### config.mk
export PLATFORM = sky130hd
export DESIGN_NAME = alu_simd
export DESIGN_NICKNAME = d
export VERILOG_FILES = /design/src/alu_pkg.sv /design/src/alu_add_if.sv /design/src/alu_cmp_if.sv /design/src/simd_adder.sv /design/src/simd_comparator.sv /design/src/alu_result_stage.sv /design/src/alu_simd.sv
export SDC_FILE = /design/constraint.sdc
export NUM_CORES = 1
export LEC_CHECK = 0
export ABC_AREA = 1
export BUFFER_PORTS_ARGS = -buffer_cell sky130_fd_sc_hd__buf_2
export CORE_ASPECT_RATIO = 1.75
export CORE_MARGIN = 1
export CORE_UTILIZATION = 57
export DETAILED_ROUTE_END_ITERATION = 8
export GPL_TIMING_DRIVEN = 0
export PLACE_DENSITY = 0.81
export SYNTH_ARGS = -nofsm -noshare
export SYNTH_HDL_FRONTEND = slang
export SYNTH_SLANG_ARGS = --single-unit
### constraint.sdc
create_clock -name clk -period 16.6 [get_ports clk]
set_input_delay 3.32 -clock clk [delete_from_list [all_inputs] [get_ports clk]]
set_output_delay 3.32 -clock clk [all_outputs]
set_load 0.01 [all_outputs]
### src/alu_pkg.sv
//////////////////////////////////////////////////////////////////////
// shared definitions of the simd alu
// datapath widths, lane constants, operation and mode encodings,
// operand and lane mask types
//////////////////////////////////////////////////////////////////////

package alu_pkg;

  // datapath geometry
  localparam int DATA_W    = 32;
  localparam int LANE_W    = 8;                 // one byte per lane
  localparam int NUM_LANES = DATA_W / LANE_W;   // 4 byte lanes

  typedef logic [DATA_W-1:0]    word_t;         // operand or result word
  typedef logic [NUM_LANES-1:0] lane_mask_t;    // one bit per byte lane

  // operation codes
  typedef enum logic [4:0] {
    ALU_NOP  = 5'd0,
    ALU_ADD,
    ALU_ADDC,                                   // add with carry_i into lane 0
    ALU_SUB,
    ALU_AVG,                                    // signed average
    ALU_AVGU,                                   // unsigned average
    ALU_AND,
    ALU_OR,
    ALU_XOR,
    ALU_EQ,
    ALU_NE,
    ALU_GTS,
    ALU_GTU,
    ALU_GES,
    ALU_GEU,
    ALU_LTS,
    ALU_LTU,
    ALU_LES,
    ALU_LEU,
    ALU_MIN,
    ALU_MINU,
    ALU_MAX,
    ALU_MAXU
  } alu_op_e;

  // element size, code 2'b01 is handled as a full word
  typedef enum logic [1:0] {
    VEC_MODE32 = 2'b00,
    VEC_MODE16 = 2'b10,
    VEC_MODE8  = 2'b11
  } vec_mode_e;

  // compare flag source, code 2'b11 gives flag 0
  typedef enum logic [1:0] {
    CMP_FULL = 2'b00,                           // lane 0 of the mask
    CMP_ANY  = 2'b01,
    CMP_ALL  = 2'b10
  } cmp_mode_e;

endpackage

### src/alu_add_if.sv
//////////////////////////////////////////////////////////////////////
// adder result bundle
// sum, average, lane carries and top element overflow
//////////////////////////////////////////////////////////////////////

interface alu_add_if;

  import alu_pkg::*;

  word_t      sum;          // per element modular sum
  word_t      avg;          // sum shifted right inside each element
  lane_mask_t carry_out;    // carry out of every byte slice
  logic       ovf;          // signed overflow of the top element

  // adder side
  modport source (output sum, avg, carry_out, ovf);

  // result stage side
  modport sink   (input  sum, avg, carry_out, ovf);

endinterface

### src/alu_cmp_if.sv
//////////////////////////////////////////////////////////////////////
// comparator result bundle
// per lane equal and greater bits plus the predicate mask
//////////////////////////////////////////////////////////////////////

interface alu_cmp_if;

  import alu_pkg::*;

  lane_mask_t is_equal;     // replicated over each element
  lane_mask_t is_greater;   // signed or unsigned by operator
  lane_mask_t cmp_mask;     // predicate result per lane

  // comparator side
  modport source (output is_equal, is_greater, cmp_mask);

  // result stage side
  modport sink   (input  is_equal, is_greater, cmp_mask);

endinterface

### src/simd_adder.sv
//////////////////////////////////////////////////////////////////////
// lane sliced adder for add, addc, sub and averaging
// four byte slices with carry chaining inside each vector element
//////////////////////////////////////////////////////////////////////

module simd_adder
(
  input  alu_pkg::alu_op_e   operator_i,
  input  alu_pkg::word_t     operand_a_i,
  input  alu_pkg::word_t     operand_b_i,
  input  logic               carry_i,
  input  alu_pkg::vec_mode_e vector_mode_i,
  alu_add_if.source          add_o
);

  import alu_pkg::*;

  lane_mask_t elem_top;     // lanes holding an element msb
  lane_mask_t elem_base;    // lanes holding an element lsb
  lane_mask_t carry_in;
  lane_mask_t carry_out;
  logic       is_sub;
  logic       chain;        // running carry between slices
  word_t      op_b;         // b inverted for subtract
  word_t      sum;
  word_t      sum_shr;      // whole word shifted right by one
  word_t      avg;

  always_comb
  begin
    case (vector_mode_i)
      VEC_MODE16: elem_top = 4'b1010;
      VEC_MODE8:  elem_top = 4'b1111;
      default:    elem_top = 4'b1000;   // full word
    endcase
  end

  // an element starts right above the top of the one below
  assign elem_base = {elem_top[NUM_LANES-2:0], 1'b1};

  assign is_sub = (operator_i == ALU_SUB);
  assign op_b   = is_sub ? ~operand_b_i : operand_b_i;   // a + ~b + 1

  //////////////////////////////////////////////////////////////////////
  // byte slices
  //////////////////////////////////////////////////////////////////////

  always_comb
  begin
    chain     = 1'b0;
    carry_in  = '0;
    carry_out = '0;
    sum       = '0;
    for (int i = 0; i < NUM_LANES; i++)
    begin
      carry_in[i] = elem_base[i] ? is_sub : chain;   // break chain at base
      if ((i == 0) && (operator_i == ALU_ADDC))
        carry_in[i] = carry_i;                       // external carry into lane 0 only
      {chain, sum[i*LANE_W +: LANE_W]} = operand_a_i[i*LANE_W +: LANE_W]
                                         + op_b[i*LANE_W +: LANE_W] + carry_in[i];
      carry_out[i] = chain;
    end
  end

  // averaging refills the msb of each element by sign or zero
  assign sum_shr = {1'b0, sum[DATA_W-1:1]};

  always_comb
  begin
    avg = sum_shr;   // lower lane msbs pull in the next lane's lsb
    for (int i = 0; i < NUM_LANES; i++)
    begin
      if (elem_top[i])
        avg[i*LANE_W + LANE_W-1] = (operator_i == ALU_AVGU) ? 1'b0 : sum[i*LANE_W + LANE_W-1];
    end
  end

  assign add_o.sum       = sum;
  assign add_o.avg       = avg;
  assign add_o.carry_out = carry_out;
  // overflow of the top element when same sign in gives other sign out
  assign add_o.ovf       = (operand_a_i[DATA_W-1] ^ sum[DATA_W-1])
                         & (op_b[DATA_W-1] ^ sum[DATA_W-1]);

  // a slice that starts an element by the mode sums as if nothing came from below
  always_comb
  begin
    for (int i = 1; i < NUM_LANES; i++)
    begin
      if ((vector_mode_i == VEC_MODE8) || ((vector_mode_i == VEC_MODE16) && (i == 2)))
        assert (sum[i*LANE_W +: LANE_W] == LANE_W'(operand_a_i[i*LANE_W +: LANE_W]
                                                  + op_b[i*LANE_W +: LANE_W] + is_sub))
          else $error("carry chained into an element base lane");
    end
  end

endmodule

### src/simd_comparator.sv
//////////////////////////////////////////////////////////////////////
// vector comparator
// byte equal and greater detectors, merge to element width,
// compare predicate mask
//////////////////////////////////////////////////////////////////////

module simd_comparator
(
  input  alu_pkg::alu_op_e   operator_i,
  input  alu_pkg::word_t     operand_a_i,
  input  alu_pkg::word_t     operand_b_i,
  input  alu_pkg::vec_mode_e vector_mode_i,
  alu_cmp_if.source          cmp_o
);

  import alu_pkg::*;

  logic       signed_op;
  lane_mask_t elem_top;     // lanes holding an element msb
  lane_mask_t sign_mode;    // lanes compared as signed bytes
  lane_mask_t eq_lane;      // raw byte results
  lane_mask_t gt_lane;
  lane_mask_t is_equal;     // merged, replicated per element
  lane_mask_t is_greater;
  lane_mask_t cmp_mask;

  always_comb
  begin
    case (operator_i)
      ALU_GTS, ALU_GES, ALU_LTS, ALU_LES,
      ALU_MIN, ALU_MAX: signed_op = 1'b1;
      default:          signed_op = 1'b0;
    endcase
  end

  always_comb
  begin
    case (vector_mode_i)
      VEC_MODE16: elem_top = 4'b1010;
      VEC_MODE8:  elem_top = 4'b1111;
      default:    elem_top = 4'b1000;
    endcase
  end

  // only the top byte of an element carries the sign
  assign sign_mode = elem_top & {NUM_LANES{signed_op}};

  //////////////////////////////////////////////////////////////////////
  // byte detectors
  //////////////////////////////////////////////////////////////////////

  for (genvar i = 0; i < NUM_LANES; i++)
  begin : g_lane
    logic [LANE_W-1:0] a_byte;
    logic [LANE_W-1:0] b_byte;

    assign a_byte     = operand_a_i[i*LANE_W +: LANE_W];
    assign b_byte     = operand_b_i[i*LANE_W +: LANE_W];
    assign eq_lane[i] = (a_byte == b_byte);
    // 9 bit compare, extra msb is the sign when signed else 0
    assign gt_lane[i] = $signed({sign_mode[i] & a_byte[LANE_W-1], a_byte})
                      > $signed({sign_mode[i] & b_byte[LANE_W-1], b_byte});
  end

  // upper byte decides, lower byte only on a tie
  always_comb
  begin
    case (vector_mode_i)
      VEC_MODE8:
      begin
        is_equal   = eq_lane;
        is_greater = gt_lane;
      end
      VEC_MODE16:
      begin
        is_equal[1:0]   = {2{&eq_lane[1:0]}};
        is_equal[3:2]   = {2{&eq_lane[3:2]}};
        is_greater[1:0] = {2{gt_lane[1] | (eq_lane[1] & gt_lane[0])}};
        is_greater[3:2] = {2{gt_lane[3] | (eq_lane[3] & gt_lane[2])}};
      end
      default:
      begin
        is_equal   = {NUM_LANES{&eq_lane}};
        is_greater = {NUM_LANES{gt_lane[3] | (eq_lane[3] & (gt_lane[2]
                                           | (eq_lane[2] & (gt_lane[1]
                                           | (eq_lane[1] & gt_lane[0])))))}};
      end
    endcase
  end

  // predicate
  always_comb
  begin
    case (operator_i)
      ALU_NE:           cmp_mask = ~is_equal;
      ALU_GTS, ALU_GTU: cmp_mask = is_greater;
      ALU_GES, ALU_GEU: cmp_mask = is_greater | is_equal;
      ALU_LTS, ALU_LTU: cmp_mask = ~(is_greater | is_equal);
      ALU_LES, ALU_LEU: cmp_mask = ~is_greater;
      default:          cmp_mask = is_equal;   // eq and non compares
    endcase
  end

  assign cmp_o.is_equal   = is_equal;
  assign cmp_o.is_greater = is_greater;
  assign cmp_o.cmp_mask   = cmp_mask;

  // merged results stay exclusive in every lane
  always_comb
  begin
    assert ((is_equal & is_greater) == '0)
      else $error("lane both equal and greater");
  end

endmodule

### src/alu_result_stage.sv
//////////////////////////////////////////////////////////////////////
// alu result stage
// min/max lane mux, logic ops, result mux and output register
//////////////////////////////////////////////////////////////////////

module alu_result_stage
(
  input  logic               clk,
  input  logic               rst_n_i,
  input  logic               valid_i,
  input  alu_pkg::alu_op_e   operator_i,
  input  alu_pkg::word_t     operand_a_i,
  input  alu_pkg::word_t     operand_b_i,
  input  alu_pkg::cmp_mode_e cmp_mode_i,
  alu_add_if.sink            add_i,
  alu_cmp_if.sink            cmp_i,
  output alu_pkg::word_t     result_o,
  output logic               carry_o,
  output logic               overflow_o,
  output logic               flag_o,
  output logic               valid_o
);

  import alu_pkg::*;

  logic       do_min;
  lane_mask_t sel_a;        // lane takes operand a
  word_t      minmax;
  word_t      cmp_bytes;    // mask spread to full bytes
  word_t      result_d;
  logic       carry_d;
  logic       ovf_d;
  logic       flag_d;

  assign do_min = (operator_i == ALU_MIN) || (operator_i == ALU_MINU);
  assign sel_a  = cmp_i.is_greater ^ {NUM_LANES{do_min}};   // max keeps greater a

  for (genvar i = 0; i < NUM_LANES; i++)
  begin : g_lane
    assign minmax[i*LANE_W +: LANE_W]    = sel_a[i] ? operand_a_i[i*LANE_W +: LANE_W]
                                                    : operand_b_i[i*LANE_W +: LANE_W];
    assign cmp_bytes[i*LANE_W +: LANE_W] = {LANE_W{cmp_i.cmp_mask[i]}};
  end

  //////////////////////////////////////////////////////////////////////
  // result mux
  //////////////////////////////////////////////////////////////////////

  always_comb
  begin
    result_d = '0;
    carry_d  = 1'b0;   // carry and overflow only from add, addc, sub
    ovf_d    = 1'b0;
    flag_d   = 1'b0;
    case (operator_i)
      ALU_ADD, ALU_ADDC, ALU_SUB:
      begin
        result_d = add_i.sum;
        carry_d  = add_i.carry_out[NUM_LANES-1];
        ovf_d    = add_i.ovf;
      end
      ALU_AVG, ALU_AVGU: result_d = add_i.avg;
      ALU_AND:           result_d = operand_a_i & operand_b_i;
      ALU_OR:            result_d = operand_a_i | operand_b_i;
      ALU_XOR:           result_d = operand_a_i ^ operand_b_i;
      ALU_MIN, ALU_MINU,
      ALU_MAX, ALU_MAXU: result_d = minmax;
      ALU_EQ, ALU_NE, ALU_GTS, ALU_GTU, ALU_GES, ALU_GEU,
      ALU_LTS, ALU_LTU, ALU_LES, ALU_LEU:
      begin
        result_d = cmp_bytes;
        case (cmp_mode_i)
          CMP_FULL: flag_d = cmp_i.cmp_mask[0];
          CMP_ANY:  flag_d = |cmp_i.cmp_mask;
          CMP_ALL:  flag_d = &cmp_i.cmp_mask;
          default:  flag_d = 1'b0;
        endcase
      end
      default: ;   // nop gives zero
    endcase
  end

  // one stage that holds its data while idle
  always_ff @(posedge clk)
  begin
    if (!rst_n_i)
    begin
      valid_o    <= 1'b0;
      result_o   <= '0;
      carry_o    <= 1'b0;
      overflow_o <= 1'b0;
      flag_o     <= 1'b0;
    end
    else
    begin
      valid_o <= valid_i;
      if (valid_i)
      begin
        result_o   <= result_d;
        carry_o    <= carry_d;
        overflow_o <= ovf_d;
        flag_o     <= flag_d;
      end
    end
  end

  // nothing leaves the stage on the first edge out of reset
  a_valid_after_reset: assert property (@(posedge clk) $rose(rst_n_i) |-> !valid_o);

  // min and max may pick either operand on a tie since equal lanes hold the same byte
  for (genvar i = 0; i < NUM_LANES; i++)
  begin : g_equal_chk
    a_equal_lane: assert property (@(posedge clk) disable iff (!rst_n_i)
      cmp_i.is_equal[i]
        |-> (operand_a_i[i*LANE_W +: LANE_W] == operand_b_i[i*LANE_W +: LANE_W]));
  end

endmodule

### src/alu_simd.sv
//////////////////////////////////////////////////////////////////////
// simd alu top level
// adder and comparator feeding the registered result stage
//////////////////////////////////////////////////////////////////////

module alu_simd
(
  input  logic               clk,
  input  logic               rst_n_i,
  input  logic               valid_i,         // operation strobe, no stall
  input  alu_pkg::alu_op_e   operator_i,
  input  alu_pkg::word_t     operand_a_i,
  input  alu_pkg::word_t     operand_b_i,
  input  logic               carry_i,         // addc carry into lane 0
  input  alu_pkg::vec_mode_e vector_mode_i,
  input  alu_pkg::cmp_mode_e cmp_mode_i,
  output alu_pkg::word_t     result_o,
  output logic               carry_o,
  output logic               overflow_o,
  output logic               flag_o,
  output logic               valid_o          // one cycle after valid_i
);

  alu_add_if add_bus ();   // adder to result stage
  alu_cmp_if cmp_bus ();   // comparator to result stage

  // arithmetic and averaging
  simd_adder u_adder
  (
    .operator_i    (operator_i),
    .operand_a_i   (operand_a_i),
    .operand_b_i   (operand_b_i),
    .carry_i       (carry_i),
    .vector_mode_i (vector_mode_i),
    .add_o         (add_bus.source)
  );

  // compares, also drives the min/max select
  simd_comparator u_cmp
  (
    .operator_i    (operator_i),
    .operand_a_i   (operand_a_i),
    .operand_b_i   (operand_b_i),
    .vector_mode_i (vector_mode_i),
    .cmp_o         (cmp_bus.source)
  );

  alu_result_stage u_result
  (
    .clk         (clk),
    .rst_n_i     (rst_n_i),
    .valid_i     (valid_i),
    .operator_i  (operator_i),
    .operand_a_i (operand_a_i),
    .operand_b_i (operand_b_i),
    .cmp_mode_i  (cmp_mode_i),
    .add_i       (add_bus.sink),
    .cmp_i       (cmp_bus.sink),
    .result_o    (result_o),
    .carry_o     (carry_o),
    .overflow_o  (overflow_o),
    .flag_o      (flag_o),
    .valid_o     (valid_o)
  );

endmodule

* Word level (Yosys, flattened, before mapping) *
Cells that the tools add are included.

word-level totals
  output and inout bits = 36
  flip-flop bits (word level) = 36

cells by class
  add/subtract/negate cells = 8
  order comparisons = 4
  reductions and logical operators = 16
  multiplexer cells = 27
  bitwise operators = 29
  equal/unequal tests = 30

operators with widths
  kind                  number
  $pmux W32 S7          1
  $eq A5 B4 Y1 const B  8
  $add A8 B8 Y9         4
  $add A9 B1 Y9         4
  $gt A9 B9 Y1          4
  $eq A5 B5 Y1 const B  7
  $and A32 B32 Y32      1
  $eq A8 B8 Y1          4
  $mux W32              1
  $mux W8               4
  $not A32 Y32          1
  $or A32 B32 Y32       1
  $xor A32 B32 Y32      1
  $eq A5 B3 Y1 const B  4
  $pmux W4 S5           1
  $mux W1               16
  $pmux W4 S2           2
  $and A1 B1 Y1         13
  $not A4 Y4            3
  $eq A5 B2 Y1 const B  2
  $reduce_or A10 Y1     1
  $reduce_or A2 Y1      5
  $reduce_and A4 Y1     2
  $reduce_or A4 Y1      2
  other kinds (15)      22

* Logic depth before layout (Yosys ltp) *
  word-level depth = 19
  gate-level depth with buffers = 49

* Modules after synthesis *
A second synthesis with hierarchy kept.

second synthesis, totals
  cells, all modules = 1426
  area, all modules = 8435.6 sq um

modules (own cells, without submodules)
  module            instances  cells each  area an instance (sq um)
  alu_result_stage  1          780         4503.1
  simd_adder        1          334         2154.6
  simd_comparator   1          312         1778.0

* Worst setup path before layout *
No wires, ideal clock.

  kind = input to register
  from = input port operator_i[1]
  to = register u_result.result_o[30]
  library setup time = 134 ps
  path slack = 5429 ps
  cell stages on the path = 47
  buffers on the path = 2
  arrival = 11037 ps
  cells stage by stage = buf_2 nand2_1 nor2_1 nand2_1 buf_1 xor2_1 fa_1 fa_1 nand3_1 nand2_1 a21oi_1 o21ai_0 a21oi_1 nor2_1 o31ai_1 inv_1 fa_1 fa_1 (+11 left out) nand2_1 a21oi_1 o21ai_0 a21oi_1 nor2_1 o31ai_1 fa_1 fa_1 o21ai_0 a21oi_1 nor2_1 nor2_1 xor2_1 nor2_1 nor4b_1 nand3_1 nand2_1 a21oi_1

between the ends
  cells in the longest elaborated chain, start to end = 17
  elaborated cells between the ends (all ways) = 75
  classes of those cells = add/sub (8); order compare (4); eq/ne (22); mux (10); bitwise (21); reduce/logical (10)

RTL lines
  item                                                    line                    RTL
  start: declaration                                      alu_simd.sv:11          input alu_pkg::alu_op_e operator_i,
  branches (longest 16 deep; another with $add A8 B8 Y9)  -
  $pmux W32 S7 (*)                                        alu_result_stage.sv:55  case (operator_i)
  end signal: assignment                                  alu_result_stage.sv:99  result_o <= result_d;
  end: declaration                                        alu_result_stage.sv:17  output alu_pkg::word_t result_o,

Every way passes the cells marked *.
A chain may end at the register's enable or synchronous reset.

* Worst setup path after layout *
Same ends and word-level chain as after synthesis.

==> flow_summary.toml <==
[global_routing]
grt_max_degree = 11
antenna_found_initial = 0
grt-ovfl-total = 0
first_global_vias = 7338
grt_first_pass_wirelength_um = 34820
grtUsageTotal = 0.3553

[critical_path]
cpPeakStageDelay_ns = 0.72
cp_slowest_cell = "buf_1"
criticalPathCategory = "input port to register"
crit_fanout = 10
crit_required_ns = 16.75
cp.arrival_ns = 13.04
end_kind = "register"
critPathLaunchType = "input port"

[logic_synthesis]
async_flop_share = 0
synth_mux_area_frac = 0
ys_seq_area_frac = 0.1045
netlist_instances = 1065
yosys_warnings = 0
synth_adder_area_share = 0.2482
syn_nets = 1274
synth-edff-count = 0
synth_top_family_by_area = "adder cells"
avgSynthCellArea_um2 = 6.475
yosysUniqueCellTypes = 47
synthTopCellsByArea = "ha_1, nand2_1, dfxtp_1"
synth_compound_area_frac = 0.2112
synth_xor_area_frac = 0.08020
mappedNetlistArea_mm2 = 0.006895
ys.flop_type = "dfxtp_1"
synth.largest_area_cell = "ha_1"
synth_simple_gate_area_frac = 0.2408
synth_top_area_share = 0.2250
ys_ff_latch = 36

[floorplanning]
rows = 52
pin_count = 113
die_h_um = 147.5
die-area_mm2 = 0.01256
fp.dieW_um = 85.14
initial_core_util = 0.5921
core_region_area_mm2 = 0.01165

[clock_tree]
ctsHtreeMaxLevel = 2
clock_sinks = 36
post_cts_buffers = 0
cts.clk_slew.worst_paths_ns = 0.05
numCtsBuffers = 5
ctsResizeCount = 0
insertion_delay_ns = 0.28
cts_tree = "built"
hold_buffers = 0
clk_path_buf_depth = 2
clockRootBuffer = "clkbuf_16"

[placement]
hpwlAfterDp_um = 17940
dp_slack_ns = 3.729
io_buffers = 108
place_congestion = 0.9852

[sta]
setup_ws_ns = 3.706
fin_crit_sh = 0.7767
worst_pin_slew_ns = 0.9335
fin_tns_setup_ns = 0
max_slew_margin = 0.3777
hold_viol = 0
setup_viol = 0
slew_viol_final = 0
fmax_mhz = 77.56
skew_ns = 0
period_minus_slack_ns = 12.89
rsz0062_at_grt = "false"

[power_and_ir_drop]
sw_frac_of_total = 0.4341
max-vdd-ir-drop_uv = 42.84
power_frac_clock = 0.237
power_density_mw_per_mm2 = 52.02
power_frac_comb = 0.526
leakage_uw = 0.004121
p_int_uw = 228.2
seqPwrFrac = 0.237
p_switching_uw = 175.1

[status]
status = "finished, final reports clean"

[drt]
first_iter_violations = 457
drc = 0
drt_pre_antenna_iters = 5
via_count = 7673
via_per_inst = 5.831
routed_wl_um = 22200
wl_per_cell_um = 16.87
final_antenna_net_count = 0

[cells_and_area]
area_delta_synth_final_pct = 12.41
antenna_cells = 0
drive_above_1_share = 0.1338
nNetsFinal = 1389

[flow_run]
drv_cap = 0

[worst_hold_path]
hp-class = "register to register"
-- area by class of cell --
class                   count  area [um^2]
clock buffers               8        146.4
plain buffers              37        186.4
flip-flops and latches     36        720.7
well taps                 135        168.9
repair buffers            108        540.5
fillers                  1160         3895
multi-input cells         831         5381
inverters                 161        606.8
-- metal layers --
metal / GRT usage / wire length (um) / share of wire
met5: 0 / 0 / 0
met2: 0.6383 / 10980 / 0.49
met1: 0.3558 / 7757 / 0.35
met4: 0.2949 / 2053 / 0.092
met3: 0.05025 / 1408 / 0.063
-- layout by cell type, fill, tap and decap left out, drive strengths merged, types with 8 or more instances in the layout --
cell and count:
o22ai 14, o21ai 67, a21oi 110, dfxtp 36, nand2 230, buf 122, o211ai 10, clkbuf 31
a211oi 9, nor3 10, nand3 64, nor2 75, xnor2 9, ha 124, inv 159, xor2 52
fa 8
-- flip-flops by register name, indices dropped and copies added, names as in the netlist --
register and count:
u_result.result_o 32, u_result.flag_o 1, u_result.carry_o 1, u_result.valid_o 1, u_result.overflow_o 1
-- worst max-delay path: cells and delay by family --
kind,cells,cell delay (ns)
AOI/OAI and AO/OA,15,2.76
xor gates and xnor gates,2,0.41
buffers and inverters,4,1.07
and+or+nand+nor,18,2.20
adders and majority gates,8,3.24
-- power groups by stage --
stage                     logic [uW]  clock network (uW)  registers [uW]
after floorplan                  139                   0             100
after global placement           204                   0            97.0
after detailed placement         207                   0            97.2
after CTS                        209                95.1            95.4
after global routing             236                97.5            96.0
final                            212                95.7            95.4
-- cell families (layout without fill, tap and decap cells) --
family | Yosys count | in the layout
simple gates | 391 | 391
buf+inv | 198 | 314
flops | 36 | 36
compound gates | 247 | 247
xor+xnor | 61 | 61
fa+ha+maj | 132 | 132
-- cells in the mapped netlist, types with 10 or more instances --
cell and n:
nand2_1 220, inv_1 154, ha_1 124, a21oi_1 107, nor2_1 72, nand3_1 62
xor2_1 51, o21ai_0 46, dfxtp_1 36, clkbuf_1 23, o21ai_1 20, o22ai_1 14
o211ai_1 10
-- path summary, 6_finish.rpt --
check,slack [ns],startpoint,depth (start not counted),end
setup reg to reg,15.97,u_result.result_o[7],2,u_result.result_o[7]
setup / recovery,3.71,operator_i[1],47,u_result.result_o[30]
hold / removal,0.46,u_result.result_o[17],2,u_result.result_o[17]
hold reg to reg,0.46,u_result.result_o[17],2,u_result.result_o[17]
-- through the flow --
| stage | cell area [um^2] | hold slack [ns] | total power [uW] | instances | utilization |
|---|---|---|---|---|---|
| floorplan | 6895 | 0.4900 | 239.2 | 1065 | - |
| global placement | 7605 | 0.4500 | 300.9 | 1308 | 0.6530 |
| detailed placement | 7605 | 0.4529 | 304.5 | 1308 | 0.6530 |
| CTS | 7751 | 0.4616 | 399.2 | 1316 | 0.6656 |
| global route | 7751 | 0.4765 | 429.5 | 1316 | 0.6656 |
| finish | 7751 | 0.4585 | 403.2 | 1316 | 0.6656 |
Note: power is estimated with default switching activity, not from simulation.
